==> config.mk <==
export PLATFORM = sky130hd
export DESIGN_NAME = fetch_top
export DESIGN_NICKNAME = d
export VERILOG_FILES = /design/src/source/fetch_pkg.sv /design/src/source/bus_pkg.sv /design/src/source/fetch_top.sv /design/src/source/jal_predecoder.sv /design/src/source/icache.sv /design/src/source/pc_sequencer.sv
export VERILOG_INCLUDE_DIRS = /design/src /design/src/source
export SDC_FILE = /design/constraint.sdc
export NUM_CORES = 1
export LEC_CHECK = 0
export BUFFER_PORTS_ARGS = -buffer_cell sky130_fd_sc_hd__buf_4
export CAP_MARGIN = 30
export CORE_MARGIN = 2
export CORE_UTILIZATION = 40
export DETAILED_ROUTE_END_ITERATION = 7
export GPL_ROUTABILITY_DRIVEN = 0
export PLACE_DENSITY = 0.59
export SYNTH_ARGS = -nofsm -noshare
export SYNTH_HDL_FRONTEND = slang
export SYNTH_SLANG_ARGS = --single-unit
==> constraint.sdc <==
create_clock -name clock -period 12.75 [get_ports clock]
set_input_delay 0.6375 -clock clock [delete_from_list [all_inputs] [get_ports clock]]
set_output_delay 0.6375 -clock clock [all_outputs]
set_load 0.05 [all_outputs]
==> src/source/fetch_defines.svh <==
`ifndef FETCH_DEFINES_SVH
`define FETCH_DEFINES_SVH

// Cache geometry
// Index bits select one of 2**INDEX_WIDTH lines
`define INDEX_WIDTH 4
// One word per line, so the byte offset is always two bits
`define OFFSET_WIDTH 2

// First fetch address after reset
`define RESET_PC 32'h0000_0000

`endif
==> src/source/fetch_pkg.sv <==
`include "fetch_defines.svh"

package fetch_pkg;

  // ----------------------------------------------------------
  // Cache line addressing
  // ----------------------------------------------------------

  // Selects one line of the direct-mapped arrays
  typedef logic [`INDEX_WIDTH-1:0] cache_index_t;

  // Upper address bits kept next to each line
  // Width is what remains after index and byte offset
  typedef logic [31-`INDEX_WIDTH-`OFFSET_WIDTH:0] cache_tag_t;

  // ----------------------------------------------------------
  // Refill FSM
  // ----------------------------------------------------------

  // idle     waits for a miss
  // request  AR issued, waiting for R data
  // write    line just filled, word handed out
  typedef enum logic [1:0] {
    refill_idle,
    refill_request,
    refill_write
  } refill_state_t;

endpackage

==> src/source/bus_pkg.sv <==
package bus_pkg;

  // ----------------------------------------------------------
  // Read bus types
  // ----------------------------------------------------------

  // Byte address on the AR channel and in the fetch path
  typedef logic [31:0] addr_t;

  // One instruction, or one beat of R channel data
  typedef logic [31:0] word_t;

  // Single-beat bus only
  // No ID, length, size or burst fields travel here

endpackage

==> src/source/fetch_top.sv <==
module fetch_top (
  input  logic           clock,
  input  logic           reset,
  input  logic           run,
  input  logic           bus_ar_ready,
  input  logic           bus_r_valid,
  input  bus_pkg::word_t bus_r_data,
  output logic           bus_ar_valid,
  output bus_pkg::addr_t bus_ar_addr,
  output logic           bus_r_ready,
  output logic           instr_valid,
  output bus_pkg::addr_t instr_pc,
  output bus_pkg::word_t instr_data
);

  import bus_pkg::*;

  // Sequencer to cache
  logic  fetch_valid;
  addr_t fetch_pc;

  // Cache to predecoder, sequencer and instruction port
  logic  fetch_ready;
  word_t fetch_data;

  // Predecoder back to sequencer
  logic  redirect;
  addr_t redirect_pc;

  pc_sequencer u_pc_sequencer (
    .clock       (clock),
    .reset       (reset),
    .run         (run),
    .fetch_ready (fetch_ready),
    .redirect    (redirect),
    .redirect_pc (redirect_pc),
    .fetch_valid (fetch_valid),
    .fetch_pc    (fetch_pc)
  );

  icache u_icache (
    .clock        (clock),
    .reset        (reset),
    .fetch_valid  (fetch_valid),
    .fetch_pc     (fetch_pc),
    .fetch_ready  (fetch_ready),
    .fetch_data   (fetch_data),
    .bus_ar_valid (bus_ar_valid),
    .bus_ar_addr  (bus_ar_addr),
    .bus_ar_ready (bus_ar_ready),
    .bus_r_valid  (bus_r_valid),
    .bus_r_data   (bus_r_data),
    .bus_r_ready  (bus_r_ready)
  );

  jal_predecoder u_jal_predecoder (
    .fetch_ready (fetch_ready),
    .fetch_pc    (fetch_pc),
    .fetch_data  (fetch_data),
    .redirect    (redirect),
    .redirect_pc (redirect_pc)
  );

  // Consumer always takes the word, no back-pressure
  assign instr_valid = fetch_ready;
  assign instr_pc    = fetch_pc;
  assign instr_data  = fetch_data;

endmodule

==> src/source/jal_predecoder.sv <==
module jal_predecoder (
  input  logic           fetch_ready,
  input  bus_pkg::addr_t fetch_pc,
  input  bus_pkg::word_t fetch_data,
  output logic           redirect,
  output bus_pkg::addr_t redirect_pc
);

  import bus_pkg::*;

  // JAL major opcode
  localparam logic [6:0] opcode_jal = 7'b110_1111;

  logic  is_jal;
  word_t jal_imm;

  // ----------------------------------------------------------
  // Detect
  // ----------------------------------------------------------

  assign is_jal = (fetch_data[6:0] == opcode_jal);

  // ----------------------------------------------------------
  // J-type immediate
  // ----------------------------------------------------------

  // imm[20|10:1|11|19:12] sits in bits 31:12
  // bit 0 is implicit zero, sign taken from bit 31
  assign jal_imm = {
    {11{fetch_data[31]}},
    fetch_data[31],
    fetch_data[19:12],
    fetch_data[20],
    fetch_data[30:21],
    1'b0
  };

  // PC-relative target
  assign redirect_pc = fetch_pc + jal_imm;

  // Only a delivered word may steer the sequencer
  assign redirect = fetch_ready && is_jal;

endmodule

==> src/source/icache.sv <==
`include "fetch_defines.svh"

module icache (
  input  logic           clock,
  input  logic           reset,
  input  logic           fetch_valid,
  input  bus_pkg::addr_t fetch_pc,
  output logic           fetch_ready,
  output bus_pkg::word_t fetch_data,
  output logic           bus_ar_valid,
  output bus_pkg::addr_t bus_ar_addr,
  input  logic           bus_ar_ready,
  input  logic           bus_r_valid,
  input  bus_pkg::word_t bus_r_data,
  output logic           bus_r_ready
);

  import bus_pkg::*;
  import fetch_pkg::*;

  // Storage, one word per line
  word_t      data_array [0:(1 << `INDEX_WIDTH)-1];
  cache_tag_t tag_array  [0:(1 << `INDEX_WIDTH)-1];
  logic [(1 << `INDEX_WIDTH)-1:0] line_valid;

  // Address split
  cache_index_t index;
  cache_tag_t   tag;

  logic hit;
  logic miss;
  logic ar_fire;
  logic r_fire;

  refill_state_t state;
  refill_state_t state_next;

  // ----------------------------------------------------------
  // Lookup (decode)
  // ----------------------------------------------------------

  // Byte offset bits are dropped, one word per line
  assign index = fetch_pc[`INDEX_WIDTH+`OFFSET_WIDTH-1:`OFFSET_WIDTH];
  assign tag   = fetch_pc[31:`INDEX_WIDTH+`OFFSET_WIDTH];

  // Valid bit and tag must both match
  assign hit  = fetch_valid && line_valid[index] && (tag_array[index] == tag);
  assign miss = fetch_valid && !hit;

  assign fetch_data = data_array[index];

  // Hit answers combinationally
  // In write the line was filled on the R beat, so it hits there too
  assign fetch_ready = hit;

  // ----------------------------------------------------------
  // Refill FSM (execute)
  // ----------------------------------------------------------

  assign ar_fire = bus_ar_valid && bus_ar_ready;
  assign r_fire  = bus_r_valid && bus_r_ready;

  always_ff @(posedge clock) begin
    if (reset) begin
      state <= refill_idle;
    end else begin
      state <= state_next;
    end
  end

  always_comb begin
    state_next = state;
    case (state)
      refill_idle: begin
        if (miss) begin
          state_next = refill_request;
        end
      end
      // Held here until the R beat arrives
      refill_request: begin
        if (r_fire) begin
          state_next = refill_write;
        end
      end
      // One cycle to deliver the new word
      refill_write: begin
        state_next = refill_idle;
      end
      default: begin
        state_next = refill_idle;
      end
    endcase
  end

  // ----------------------------------------------------------
  // AR channel
  // ----------------------------------------------------------

  // Fetch address is stable until the fetch completes
  assign bus_ar_addr = fetch_pc;

  // Raised the cycle after a miss, held until accepted
  always_ff @(posedge clock) begin
    if (reset) begin
      bus_ar_valid <= 1'b0;
    end else if (ar_fire) begin
      bus_ar_valid <= 1'b0;
    end else if (state == refill_idle && miss) begin
      bus_ar_valid <= 1'b1;
    end
  end

  // ----------------------------------------------------------
  // R channel and line fill
  // ----------------------------------------------------------

  // Ready out of reset, dropped after the beat, back up once AR is taken
  always_ff @(posedge clock) begin
    if (reset) begin
      bus_r_ready <= 1'b1;
    end else if (r_fire) begin
      bus_r_ready <= 1'b0;
    end else if (ar_fire) begin
      bus_r_ready <= 1'b1;
    end
  end

  // Every line starts out invalid
  always_ff @(posedge clock) begin
    if (reset) begin
      line_valid <= '0;
    end else if (r_fire) begin
      line_valid[index] <= 1'b1;
    end
  end

  always_ff @(posedge clock) begin
    if (r_fire) begin
      data_array[index] <= bus_r_data;
      tag_array[index]  <= tag;
    end
  end

endmodule

==> src/source/pc_sequencer.sv <==
`include "fetch_defines.svh"

module pc_sequencer (
  input  logic           clock,
  input  logic           reset,
  input  logic           run,
  input  logic           fetch_ready,
  input  logic           redirect,
  input  bus_pkg::addr_t redirect_pc,
  output logic           fetch_valid,
  output bus_pkg::addr_t fetch_pc
);

  import bus_pkg::*;

  // Sequential successor and the chosen next address
  addr_t pc_step;
  addr_t pc_next;
  logic  fetch_fire;

  // ----------------------------------------------------------
  // Request side
  // ----------------------------------------------------------

  // Fetch whenever enabled, no other throttling
  assign fetch_valid = run;

  // Fetch completes when the cache answers the request
  assign fetch_fire = fetch_valid && fetch_ready;

  // ----------------------------------------------------------
  // Next address
  // ----------------------------------------------------------

  // Words are 4 bytes, lines hold one word
  assign pc_step = fetch_pc + addr_t'(4);

  // JAL target takes priority over fall-through
  always_comb begin
    if (redirect) begin
      pc_next = redirect_pc;
    end else begin
      pc_next = pc_step;
    end
  end

  // Address only moves on an accepted fetch
  // so it stays put across a miss or while run is low
  always_ff @(posedge clock) begin
    if (reset) begin
      fetch_pc <= addr_t'(`RESET_PC);
    end else if (fetch_fire) begin
      fetch_pc <= pc_next;
    end
  end

endmodule

==> metrics.yaml <==
min_path:
  holdPathStages: 3
  hold_start: "bus_ar_ready"
  hold_class: "input pin to flip-flop"
  holdPathEnd: "u_icache.bus_ar_valid$_SDFFE_PP0P_"
sta:
  rsz0062_at_grt: "no"
  setup_tns_ps: 0
  max_slew.worst_pin.slew_ps: 999
  skew_ps: 38.1
  hold_violations: 0
  timing.final.ws_setup_ps: 5750
  fmax_mhz: 143
  slew_violations: 0
  maxSlewHeadroom: 0.334
  period_needed_ps: 7000
  finalSetupViolations: 0
  period_share: 0.549
global_routing:
  grt-ovfl-total: 0
  grt_max_degree: 105
  antenna_found_initial: 0
  grt_pass1_vias: 21500
  track_usage: 0.192
  grt_pass1_wl_um: 146000
run_status:
  status: "finished, final reports clean"
synth:
  synthTopCellsByCount: "edfxtp_1, mux4_2, nor2_1"
  synth_edf_count: 928
  syn_area_per_cell_um2: 19.2
  synth_mux_area_frac: 0.163
  synth_xor_area_frac: 0.0138
  ys_types: 78
  synth-adder-area-share: 0.0110
  synth-compound-area-share: 0.0388
  synth_top_area_frac: 0.688
  synth_area_leaders: "edfxtp_1, mux4_2, dfxtp_1, mux2i_1, ha_1"
  ys.flop_type: "edfxtp_1"
  yosysMostFrequentCell: "edfxtp_1"
  synth_warnings: 0
  syn-cell-area_um2: 40500
  synth-seq-cells: 983
  synthSimpleGateAreaFrac: 0.0346
  synth_top_family_by_area: "multiplexers"
  ys_seq_area_frac: 0.715
  synth_top_area_cell: "edfxtp_1"
  syn_inst: 2106
  async_flop_share: 0
clock_network:
  root_buffer: "clkbuf_16"
  htreeDepth: 3
  cts_buffer_depth: 3
  cts_buffers: 100
  postCtsSetupBuffers: 0
  cts_tree: "built"
  clk_pin_slew_worst_paths_ps: 60
  clk_latency_ps: 670
  cts_resized: 0
  cts_sinks: 983
  cts_hold_buf: 0
place:
  pre_cts_slack_ps: 6140
  hpwlAfterDp_um: 56400
  io_buffers: 133
pwr:
  p_leak_nw: 15.3
  fin_total_pwr_mw: 6.55
  ir_drop_mv: 0.113
  power_density_nw_per_um2: 141
drt:
  routed_wl_um: 99400
  drtAntennaViolNets: 0
  route.detailed.drc: 0
  num_vias: 20800
  wl_per_cell_um: 26.8
  firstDrtPassIters: 7
  viasPerCell: 5.61
  drt_iter0_drc: 1814
floorplan:
  die_area_um2: 104000
  dieHeight_um: 322
  rows: 116
  io_pins: 136
  start_util: 0.404
  core-area_um2: 100000
  die_w_um: 322
setup_path:
  slowest_delay_ps: 730
  slowest_stage: "dfxtp_4"
  path_cells: "buf_4 -> buf_4 -> mux4_2 -> mux2_2 -> nand2b_1 -> o21ai_0 -> o31ai_1 -> nor4b_4 -> nand2_2 -> clkinv_1 -> buf_4 -> buf_4"
  crit_arrival_ps: 6360
  crit_path_start_kind: "flip-flop"
  end_kind: "output port"
  worst_path_most_repeated_cell: "buf_4"
  criticalPathCategory: "flip-flop to output port"
  reg2reg_to: "u_pc_sequencer.fetch_pc[26]$_SDFFE_PP0P_"
  crit_required_ps: 12110
  r2r_setup_slack_ps: 6680
  rr_worst_depth: 15
  crit_fanout: 50
run:
  max-cap-violations: 0
cells_and_area:
  final_layout_size_suffix_gt1_frac: 0.277
  finish.utilization: 0.462
  final_nets: 2343
  area_growth_pct: 14.5
  diodes: 0
## registers in the layout, summed over array words and instances, names as in the netlist, named ones only
signal and flops:
u_pc_sequencer.fetch_pc 31, u_icache.bus_ar_valid 1, u_icache.tag_array 416, u_icache.line_valid 16, u_icache.bus_r_ready 1, u_icache.state 2
u_icache.data_array 512
## worst max-delay path: cells and delay by family, from the launching register on
| family | cells | cell delay (ps) |
|---|---|---|
| muxes | 2 | 920 |
| AOI/OAI and AO/OA | 2 | 530 |
| and+or+nand+nor | 3 | 880 |
| buffers and inverters | 5 | 2540 |
| DFF | 1 | 730 |
## worst max-delay path by stage
stage | to
after floorplan | u_icache.data_array[3][0]$_DFFE_PP_
after global placement | instr_valid
after detailed placement | instr_valid
after CTS | instr_valid
after global routing | instr_valid
final | instr_valid
## power breakdown
| group | internal, mW | switching, mW |
|---|---|---|
| combinational | 0.0528 | 0.111 |
| sequential | 3.52 | 0.00381 |
| clock | 1.64 | 1.22 |
## layout by cell type (no fill, tap or decap), types with 47 or more instances in the layout
cell type,n
clkbuf_16,103
nor2_1,74
dfxtp_1,51
nand2_1,60
mux2i_1,81
mux4_2,254
xnor2_1,47
a21oi_1,70
edfxtp_1,928
buf_4,192
## metrics by stage
| stage | hold slack, ps | std cells | cell area, um2 |
|---|---|---|---|
| 3_3_place_gp | 433 | 3518 | 43000 |
| 5_1_grt | 245 | 3710 | 46400 |
| 2_1_floorplan | 417 | 2107 | 40500 |
| 6_report | 237 | 3710 | 46400 |
| 3_5_place_dp | 457 | 3523 | 43100 |
| 4_1_cts | 205 | 3707 | 46300 |
## area by class of cell
cell class                      count  area [um2]
Inverter                           26        97.6
Fill cell                        8474       53900
Clock inverter                     65         572
Tap cell                         1357        1700
Timing Repair Buffer              202        1670
Clock buffer                      119        2640
Multi-Input combinational cell    958       10700
Sequential cell                   983       29000
## per-layer routing
layer,vias to the layer above,GRT usage,wire length (um),part of all wire
met5,-,0,0,0
met4,0,0.0529,2180,0.022
met3,145,0.0344,5860,0.059
met2,610,0.319,48700,0.49
met1,11100,0.263,42600,0.43
li1,8936,-,-,-
## cells by family (layout without fill, tap and decap cells)
kind of cell,after synthesis,in the layout
AO/OA/AOI/OAI,238,238
XOR/XNOR,64,64
adder cells (fa/ha/maj),35,35
buffers and inverters,166,412
flip-flops,983,983
multiplexers,342,342
other,1,2
AND/OR/NAND/NOR,277,277
No activity file was read; power rests on OpenSTA's default activity.
